### src/logic/clkdiv_pkg.sv
package clkdiv_pkg;

    // The APB slave decodes a 4 KB window
    localparam int APB_ADDR_WIDTH = 12;
    localparam int APB_DATA_WIDTH = 32;

    // Each channel is steered by one divisor of this width
    localparam int DIV_WIDTH = 8;

    // Zero bits that pad a divisor up to a full APB read word
    localparam int DATA_PAD_WIDTH = APB_DATA_WIDTH - DIV_WIDTH;

    // Only this address bit picks a register, so the two registers
    // alias across the whole window
    localparam int REG_SEL_BIT = 2;

    // Register select codes, as seen on address bit 2
    localparam logic REG_CLKDIV0 = 1'b0; // Offset 0x00, channel 0 divisor
    localparam logic REG_CLKDIV1 = 1'b1; // Offset 0x04, channel 1 divisor

endpackage

### src/logic/apb_clkdiv.sv
module apb_clkdiv
    import clkdiv_pkg::*;
(
    input  logic                      HCLK,
    input  logic                      HRESETn,
    input  logic [APB_ADDR_WIDTH-1:0] paddr,
    input  logic [APB_DATA_WIDTH-1:0] pwdata,
    input  logic                      pwrite,
    input  logic                      psel,
    input  logic                      penable,
    output logic [APB_DATA_WIDTH-1:0] prdata,
    output logic                      pready,
    output logic                      pslverr,

    output logic [DIV_WIDTH-1:0]      div0,
    output logic                      div0_valid,
    output logic [DIV_WIDTH-1:0]      div1,
    output logic                      div1_valid
);

    logic [DIV_WIDTH-1:0] div0_q;
    logic [DIV_WIDTH-1:0] div1_q;
    logic                 div0_valid_q;
    logic                 div1_valid_q;

    logic                 reg_sel;
    logic                 apb_write;
    logic                 wr_div0;
    logic                 wr_div1;

    assign reg_sel   = paddr[REG_SEL_BIT];

    // A write completes in its access phase since there are no wait states
    assign apb_write = psel & penable & pwrite;

    assign wr_div0   = apb_write & (reg_sel == REG_CLKDIV0);
    assign wr_div1   = apb_write & (reg_sel == REG_CLKDIV1);

    always_ff @(posedge HCLK or negedge HRESETn)
    begin
        if (!HRESETn)
        begin
            div0_q <= '0;
            div1_q <= '0;
        end
        else
        begin
            if (wr_div0)
            begin
                div0_q <= pwdata[DIV_WIDTH-1:0]; // Upper write bits are dropped
            end
            if (wr_div1)
            begin
                div1_q <= pwdata[DIV_WIDTH-1:0];
            end
        end
    end

    // Update flags are high for exactly the cycle after the write
    always_ff @(posedge HCLK or negedge HRESETn)
    begin
        if (!HRESETn)
        begin
            div0_valid_q <= 1'b0;
            div1_valid_q <= 1'b0;
        end
        else
        begin
            div0_valid_q <= wr_div0;
            div1_valid_q <= wr_div1;
        end
    end

    // Read data follows the address with no added latency
    always_comb
    begin
        case (reg_sel)
            REG_CLKDIV0: prdata = {{DATA_PAD_WIDTH{1'b0}}, div0_q};
            REG_CLKDIV1: prdata = {{DATA_PAD_WIDTH{1'b0}}, div1_q};
            default:     prdata = '0;
        endcase
    end

    assign div0       = div0_q;
    assign div0_valid = div0_valid_q;
    assign div1       = div1_q;
    assign div1_valid = div1_valid_q;

    assign pready  = 1'b1;
    assign pslverr = 1'b0;

endmodule

### src/logic/clk_divider.sv
module clk_divider
    import clkdiv_pkg::*;
(
    input  logic                 HCLK,
    input  logic                 HRESETn,
    input  logic [DIV_WIDTH-1:0] div,
    input  logic                 div_valid,
    output logic                 clk_out
);

    logic [DIV_WIDTH-1:0] cnt_q;
    logic [DIV_WIDTH-1:0] cnt_d;
    logic                 clk_q;
    logic                 clk_d;

    logic                 div_zero;
    logic                 cnt_done;
    logic                 reload;
    logic                 toggle;

    assign div_zero = (div == '0);
    assign cnt_done = (cnt_q == '0);

    // An update restarts the count from the new divisor, as does the end of
    // a half period
    assign reload = ~div_zero & (div_valid | cnt_done);

    // The output only flips at the end of a half period that was not
    // interrupted by an update
    assign toggle = ~div_zero & ~div_valid & cnt_done;

    // Down-counter spans div + 1 cycles per half period
    always_comb
    begin
        if (div_zero)
        begin
            cnt_d = '0; // Parked while the channel is off
        end
        else if (reload)
        begin
            cnt_d = div;
        end
        else
        begin
            cnt_d = cnt_q - 1'b1;
        end
    end

    always_comb
    begin
        if (div_zero || div_valid)
        begin
            clk_d = 1'b0;
        end
        else if (toggle)
        begin
            clk_d = ~clk_q;
        end
        else
        begin
            clk_d = clk_q;
        end
    end

    always_ff @(posedge HCLK or negedge HRESETn)
    begin
        if (!HRESETn)
        begin
            cnt_q <= '0;
        end
        else
        begin
            cnt_q <= cnt_d;
        end
    end

    // The output is a plain flop in the HCLK domain
    always_ff @(posedge HCLK or negedge HRESETn)
    begin
        if (!HRESETn)
        begin
            clk_q <= 1'b0;
        end
        else
        begin
            clk_q <= clk_d;
        end
    end

    assign clk_out = clk_q;

endmodule

### src/logic/clkdiv_subsys.sv
module clkdiv_subsys
    import clkdiv_pkg::*;
(
    input  logic                      HCLK,
    input  logic                      HRESETn,

    input  logic [APB_ADDR_WIDTH-1:0] paddr,
    input  logic [APB_DATA_WIDTH-1:0] pwdata,
    input  logic                      pwrite,
    input  logic                      psel,
    input  logic                      penable,
    output logic [APB_DATA_WIDTH-1:0] prdata,
    output logic                      pready,
    output logic                      pslverr,

    output logic                      clk_out0,
    output logic                      clk_out1
);

    logic [DIV_WIDTH-1:0] div0;
    logic                 div0_valid;
    logic [DIV_WIDTH-1:0] div1;
    logic                 div1_valid;

    apb_clkdiv u_regs (
        .HCLK       (HCLK),
        .HRESETn    (HRESETn),
        .paddr      (paddr),
        .pwdata     (pwdata),
        .pwrite     (pwrite),
        .psel       (psel),
        .penable    (penable),
        .prdata     (prdata),
        .pready     (pready),
        .pslverr    (pslverr),
        .div0       (div0),
        .div0_valid (div0_valid),
        .div1       (div1),
        .div1_valid (div1_valid)
    );

    // Channel 0 follows the register at offset 0x00
    clk_divider u_div0 (
        .HCLK      (HCLK),
        .HRESETn   (HRESETn),
        .div       (div0),
        .div_valid (div0_valid),
        .clk_out   (clk_out0)
    );

    // Channel 1 follows the register at offset 0x04
    clk_divider u_div1 (
        .HCLK      (HCLK),
        .HRESETn   (HRESETn),
        .div       (div1),
        .div_valid (div1_valid),
        .clk_out   (clk_out1)
    );

endmodule

### config.mk
export PLATFORM = sky130hd
export DESIGN_NAME = clkdiv_subsys
export DESIGN_NICKNAME = d
export VERILOG_FILES = /design/src/logic/clkdiv_pkg.sv /design/src/logic/apb_clkdiv.sv /design/src/logic/clk_divider.sv /design/src/logic/clkdiv_subsys.sv
export SDC_FILE = /design/constraint.sdc
export NUM_CORES = 1
export LEC_CHECK = 0
export ABC_AREA = 1
export ABC_CLOCK_PERIOD_IN_PS = 1400
export BUFFER_PORTS_ARGS = -buffer_cell sky130_fd_sc_hd__buf_2
export CAP_MARGIN = 20
export CORE_UTILIZATION = 49
export CTS_CLUSTER_SIZE = 25
export DETAILED_ROUTE_END_ITERATION = 10
export PLACE_DENSITY = 0.79
export SLEW_MARGIN = 10
export SYNTH_ARGS = -nofsm -noshare
export SYNTH_HDL_FRONTEND = slang
export SYNTH_SLANG_ARGS = --single-unit
### constraint.sdc
create_clock -name HCLK -period 1.4 [get_ports HCLK]
set_input_delay 0.14 -clock HCLK [delete_from_list [all_inputs] [get_ports HCLK]]
set_output_delay 0.14 -clock HCLK [all_outputs]
set_load 0.1 [all_outputs]
Word-level counts from Yosys, hierarchy flattened
Cells that the tools add are included.
Widths: inputs -> output; s select.
{"block": "classes", "n_reduce_logical": 8, "n_bitwise": 19, "n_shift": 0, "magnitude_cmp": 0, "div": 0, "muxes": 9, "eq_ne": 0, "add_sub_neg": 2, "n_mul": 0}
{"op": "$pmux 32 s2", "count": 1}
{"op": "$logic_not 8->1", "count": 4}
{"op": "$mux 8", "count": 4}
{"op": "$sub 8x1->8 const B", "count": 2}
{"op": "$and 1x1->1", "count": 10}
{"op": "$not 1->1", "count": 7}
{"op": "$mux 1", "count": 4}
{"op": "$reduce_bool 2->1", "count": 2}
{"op": "$logic_or 1x1->1", "count": 2}
{"op": "$or 1x1->1", "count": 2}
{"block": "totals", "mem_count": 0, "out_inout_bits": 36, "reg_bits": 36, "latch_bits": 0, "input_bits": 49, "wordCells": 46, "ram_bits": 0, "romBits": 0}

Depth between registers and ports, before layout
{"block": "depth", "ltp_word": 6, "depth_mapped": 9, "ltp_nobuf": 9}

Modules after synthesis
Synthesis repeated with hierarchy kept, for this count alone.
{"block": "hier_totals", "hier_cells": 326, "hier_area_um2": 2344.7}
{"mod": "clk_divider", "area_each_um2": 653.1, "seq_area_each_um2": 225.2, "cells_each": 98, "instances": 2}
{"mod": "apb_clkdiv", "area_each_um2": 1038.5, "seq_area_each_um2": 450.4, "cells_each": 130, "instances": 1}

Least setup slack after synthesis
OpenSTA, ideal clock, no wires.
{"block": "synth_timing", "path_type": "reg-to-output", "from": "register u_regs.div1_q[0], in the netlist u_regs.div1[0]", "to": "output prdata[0]", "required_time_ns": 1.260, "path_stages_with_launch": 3, "t_arrival_ns": 2.503, "slack_ns": -1.243, "path_buffers": 0, "cell_sequence": "dfrtp_1 -> inv_1 -> o21ai_0"}
{"block": "synth_between", "elab_chain_cells": 1}
{"element": "start, declared", "line": "apb_clkdiv.sv:22", "rtl": "logic [DIV_WIDTH-1:0] div1_q;"}
{"element": "start signal, assigned", "line": "apb_clkdiv.sv:54", "rtl": "div1_q <= pwdata[DIV_WIDTH-1:0];"}
{"element": "$pmux 32 s2", "line": "apb_clkdiv.sv:77", "rtl": "case (reg_sel)"}
{"element": "end, declared", "line": "clkdiv_subsys.sv:12", "rtl": "output logic [APB_DATA_WIDTH-1:0] prdata,"}
Every way passes these cells. The select of a mux whose other input is x is not followed.

Final worst setup path
{"block": "layout_timing", "from": "register u_div0.cnt_q[0]", "to": "register u_div0.cnt_q[4]"}
{"block": "layout_between", "elab_chain_cells": 5, "elab_cells_between_ends": 6, "cone_classes": "add/sub: 1; mux: 2; bitwise: 2; reduce/logical: 1"}
{"element": "start, declared", "line": "clk_divider.sv:11", "rtl": "logic [DIV_WIDTH-1:0] cnt_q;"}
{"element": "start signal, assigned", "line": "clk_divider.sv:73", "rtl": "cnt_q <= cnt_d;"}
{"element": "branches (longest 3 deep; another with $sub 8x1->8)"}
{"element": "$mux 8 (*)", "line": "clk_divider.sv:39", "rtl": "else if (reload)"}
{"element": "$mux 8 (*)", "line": "clk_divider.sv:35", "rtl": "if (div_zero)"}
{"element": "via u_div0.cnt_d[4]", "line": "clk_divider.sv:12", "rtl": "logic [DIV_WIDTH-1:0] cnt_d;"}
Mark *: on every way through the listed nets, which the timed path passes.
A chain may end at the register's enable or synchronous reset.

==> summary by stage <==
Outcome
The run finished with clean final reports.

Global route
The total track usage is 18.9%. The pin count of the biggest net entering global routing is 37. The wire length of the first global-routing pass is 7260 um. The via count of the first global-routing pass is 1,694. The initial antenna violation count was 0. For this run the aggregate overflow at the end of global routing stands at 0.

Route
The post-detailed-route count of antenna-violating nets is 0. The count of unresolved DRC violations after routing is 0. The detailed router finished its first iteration with 90 violations. After detailed routing, the number of vias per cell comes to 4.79. The detailed-router iteration count before antenna repair is 4. The wire length reported by the detailed router is 4200 um. The average wire length per cell after detail routing is 10.6 um. The detailed router placed 1,891 vias in this run.

STA
The worst path setup slack after routing is 0.0819 ns. The clock period could shrink to 1.32 ns. Setup repair after global routing left no endpoint under its margin. The hold violation count in the final report was 0. For the final database, setup skew stands at 0.00640 ns. The period utilization is 94.1%. In the final timing run, aggregate negative setup slack is 0 ns. The setup violation total in the final timing report is 0. The worst slack on hold paths is 0.0642 ns. The total count of max-transition violations in the final report came to 0.

Derived from the worst setup path, the maximum achievable clock frequency is 0.759 GHz.

Die
The overall die height is 69.4 um. The standard cell core area is 4350 um^2. The floorplan step set the die width to 69.4 um. The number of rows created at floorplan is 24.

The die footprint is 4820 um^2. The effective utilization at floorplan is 51.1%. The top-level I/O count is 85.

Run
The number of max-cap violations is 0.

Clocking
The H-tree depth reported by CTS is 2. The clock passes through at most 2 buffers. The clock root buffer is sky130_fd_sc_hd__clkbuf_8. Clock latency on the worst-skew pair, taken at its later pin, is 0.29 ns. The CTS buffer count is 5. The TritonCTS clock tree is yes.

After clock tree synthesis, the clock-pin slew on the worst setup and hold paths is 0.07 ns. For this design, the sink count on the clock tree is 36.

Placement
Input and output buffers added on the ports amount to 23. OpenSTA, run right after detailed placement, puts the worst setup slack at 0.0695 ns. Routability-driven placement finished with a final weighted congestion of 0.859. The HPWL after detailed placement is 3180 um.

Setup path
For the worst setup path, the data required time is 1.58 ns. The kind of capture point of the worst setup path is a register. The category of the most critical setup path is reg2reg. The slowest stage cell on the critical path is sky130_fd_sc_hd__dfrtp_1. The largest single stage delay on the critical path is 0.36 ns.

The signal on the critical path passes through inv_1, buf_4, ha_2, nand2_1, nand2_1, nand2_1, o21ai_0, nor2_1. The data arrival at the endpoint of the critical path is 1.50 ns. The cell with the most instances on the worst path is sky130_fd_sc_hd__nand2_1. The highest fanout seen on the critical path is 5. STA classifies the critical path startpoint as a register. The number of cells on the worst reg-to-reg path is 8.

Synth
In this run the cell area of the synthesized design comes to 2230 um^2. The number of instances in the synthesized netlist is 310. Counting flops and latches in the post-synthesis netlist gives 36. The average instance in the mapped netlist occupies 7.18 um^2. The number of distinct library cell variants in the gate-level netlist after synthesis is 21. The number of warning messages in the yosys log is 0. The sequential fraction of the synthesis area is 40.4%.

Cells and area
The number of nets in the final layout is 395. Of the cells placed in the final design, the portion with a size suffix greater than 1 is 19.2%. The most frequent standard cell in the layout excluding fill and tap cells is sky130_fd_sc_hd__nand2_1. Once layout is complete, the utilization of the core stands at 59.6%. The top cell types in the final layout, fill and taps aside, are sky130_fd_sc_hd__nand2_1, sky130_fd_sc_hd__nor2_1, sky130_fd_sc_hd__dfrtp_1. The number of antenna diodes in the final layout is 0. From synthesis to final layout, the design area changed by 16.6%. The number of fill cells is 379.

Power and ir drop
The peak ir drop on the vdd network is 1.05 mV. For this design the ratio of total power to cell area is 1990 nW/um^2. The leakage dissipation is 1.38 nW. Summing internal, switching and leakage power gives 5.16 mW.

Hold path
The worst hold path belongs to the class in2reg. The worst hold path was traced through 3 stages.
==> worst paths after layout <==
check | start | slack, ns | to
worst max-delay path | u_div0.cnt_q[0] | 0.08 | u_div0.cnt_q[4]
worst min-delay path | pwdata[0] | 0.06 | u_regs.div0[0]
worst max register to register | u_div0.cnt_q[0] | 0.08 | u_div0.cnt_q[4]
worst min register to register | u_regs.div1[0] | 0.54 | u_div1.cnt_q[0]
max in group asynchronous | HRESETn | 0.65 | u_div1.cnt_q[0]
min in group asynchronous | HRESETn | 0.43 | u_div0.cnt_q[7]
==> per-stage QoR <==
step | instances | area (um^2)
2_1_floorplan | 334 | 2350
3_3_place_gp | 385 | 2470
3_5_place_dp | 385 | 2470
4_1_cts | 394 | 2570
5_1_grt | 395 | 2600
6_report | 395 | 2600
==> metal layers <==
layer  vias up  share of wire (%)  track usage [%]
li1        961                  -                -
met1       856                 48             26.4
met2        66                 44             28.5
met3         8                5.1             3.20
met4         0                2.1             9.52
met5         -                  0                0
==> worst max-delay path, delay by kind of cell, from the launching register on <==
kind | cells | cell delay (ns)
and+or+nand+nor | 4 | 0.23
adders and majority gates | 1 | 0.22
buffers and inverters | 2 | 0.23
AOI/OAI and AO/OA | 1 | 0.18
DFF | 1 | 0.36
==> cell type report <==
type / instances / area [um^2] / area share, %
inverters: 33 / 124 / 4.77
repair buffers: 32 / 305 / 11.8
multi-input cells: 234 / 1110 / 42.8
flip-flops and latches: 36 / 901 / 34.7
well taps: 52 / 65.1 / 2.51
clock buffers: 8 / 90.1 / 3.47
==> synthesized netlist by cell type <==
library cell | number | area (um^2)
sky130_fd_sc_hd__a21oi_1 | 4 | 20.0
sky130_fd_sc_hd__a21oi_2 | 1 | 8.76
sky130_fd_sc_hd__buf_2 | 2 | 10.0
sky130_fd_sc_hd__buf_4 | 27 | 203
sky130_fd_sc_hd__buf_6 | 1 | 11.3
sky130_fd_sc_hd__clkbuf_4 | 1 | 7.51
sky130_fd_sc_hd__conb_1 | 2 | 7.51
sky130_fd_sc_hd__dfrtp_1 | 36 | 901
sky130_fd_sc_hd__ha_1 | 4 | 50.1
sky130_fd_sc_hd__inv_1 | 32 | 120
sky130_fd_sc_hd__inv_2 | 1 | 3.75
sky130_fd_sc_hd__nand2_1 | 89 | 334
sky130_fd_sc_hd__nand2_2 | 4 | 25.0
sky130_fd_sc_hd__nand3_1 | 10 | 50.1
sky130_fd_sc_hd__nand4_1 | 5 | 31.3
sky130_fd_sc_hd__nor2_1 | 51 | 191
sky130_fd_sc_hd__nor2_2 | 5 | 31.3
sky130_fd_sc_hd__nor2_4 | 5 | 56.3
sky130_fd_sc_hd__o21ai_0 | 26 | 130
sky130_fd_sc_hd__xnor2_1 | 2 | 17.5
sky130_fd_sc_hd__xor2_1 | 2 | 17.5
==> logic make-up after synthesis <==
| family | count (synthesis) | synth area share, % |
|---|---|---|
| buf+inv | 64 | 16.0 |
| other cells | 2 | 0.337 |
| flops | 36 | 40.4 |
| compound gates | 31 | 7.13 |
| simple gates | 169 | 32.3 |
| fa+ha+maj | 4 | 2.25 |
| xor+xnor | 4 | 1.57 |
==> state kept, by name, summed over array words and instances, names as in the netlist <==
signal             flops
u_div0.clk_out         1
u_div0.cnt_q           8
u_div1.clk_out         1
u_div1.cnt_q           8
u_regs.div0            8
u_regs.div0_valid      1
u_regs.div1            8
u_regs.div1_valid      1
==> where the power goes <==
part,internal (mW),switching (mW),total [mW],leakage (nW)
clock network,0.401,0.350,0.751,0.0455
logic,0.847,1.83,2.67,0.899
registers,1.41,0.330,1.74,0.440
==> repair_timing <==
action / CTS / global route
gates resized for setup: 0 / 7
setup endpoints to repair: 0 / 12
hold endpoints to repair: 36 / 0
hold buffers: 1 / 0
buffers inserted: 0 / 1
Power figures use the tool's default switching activity.
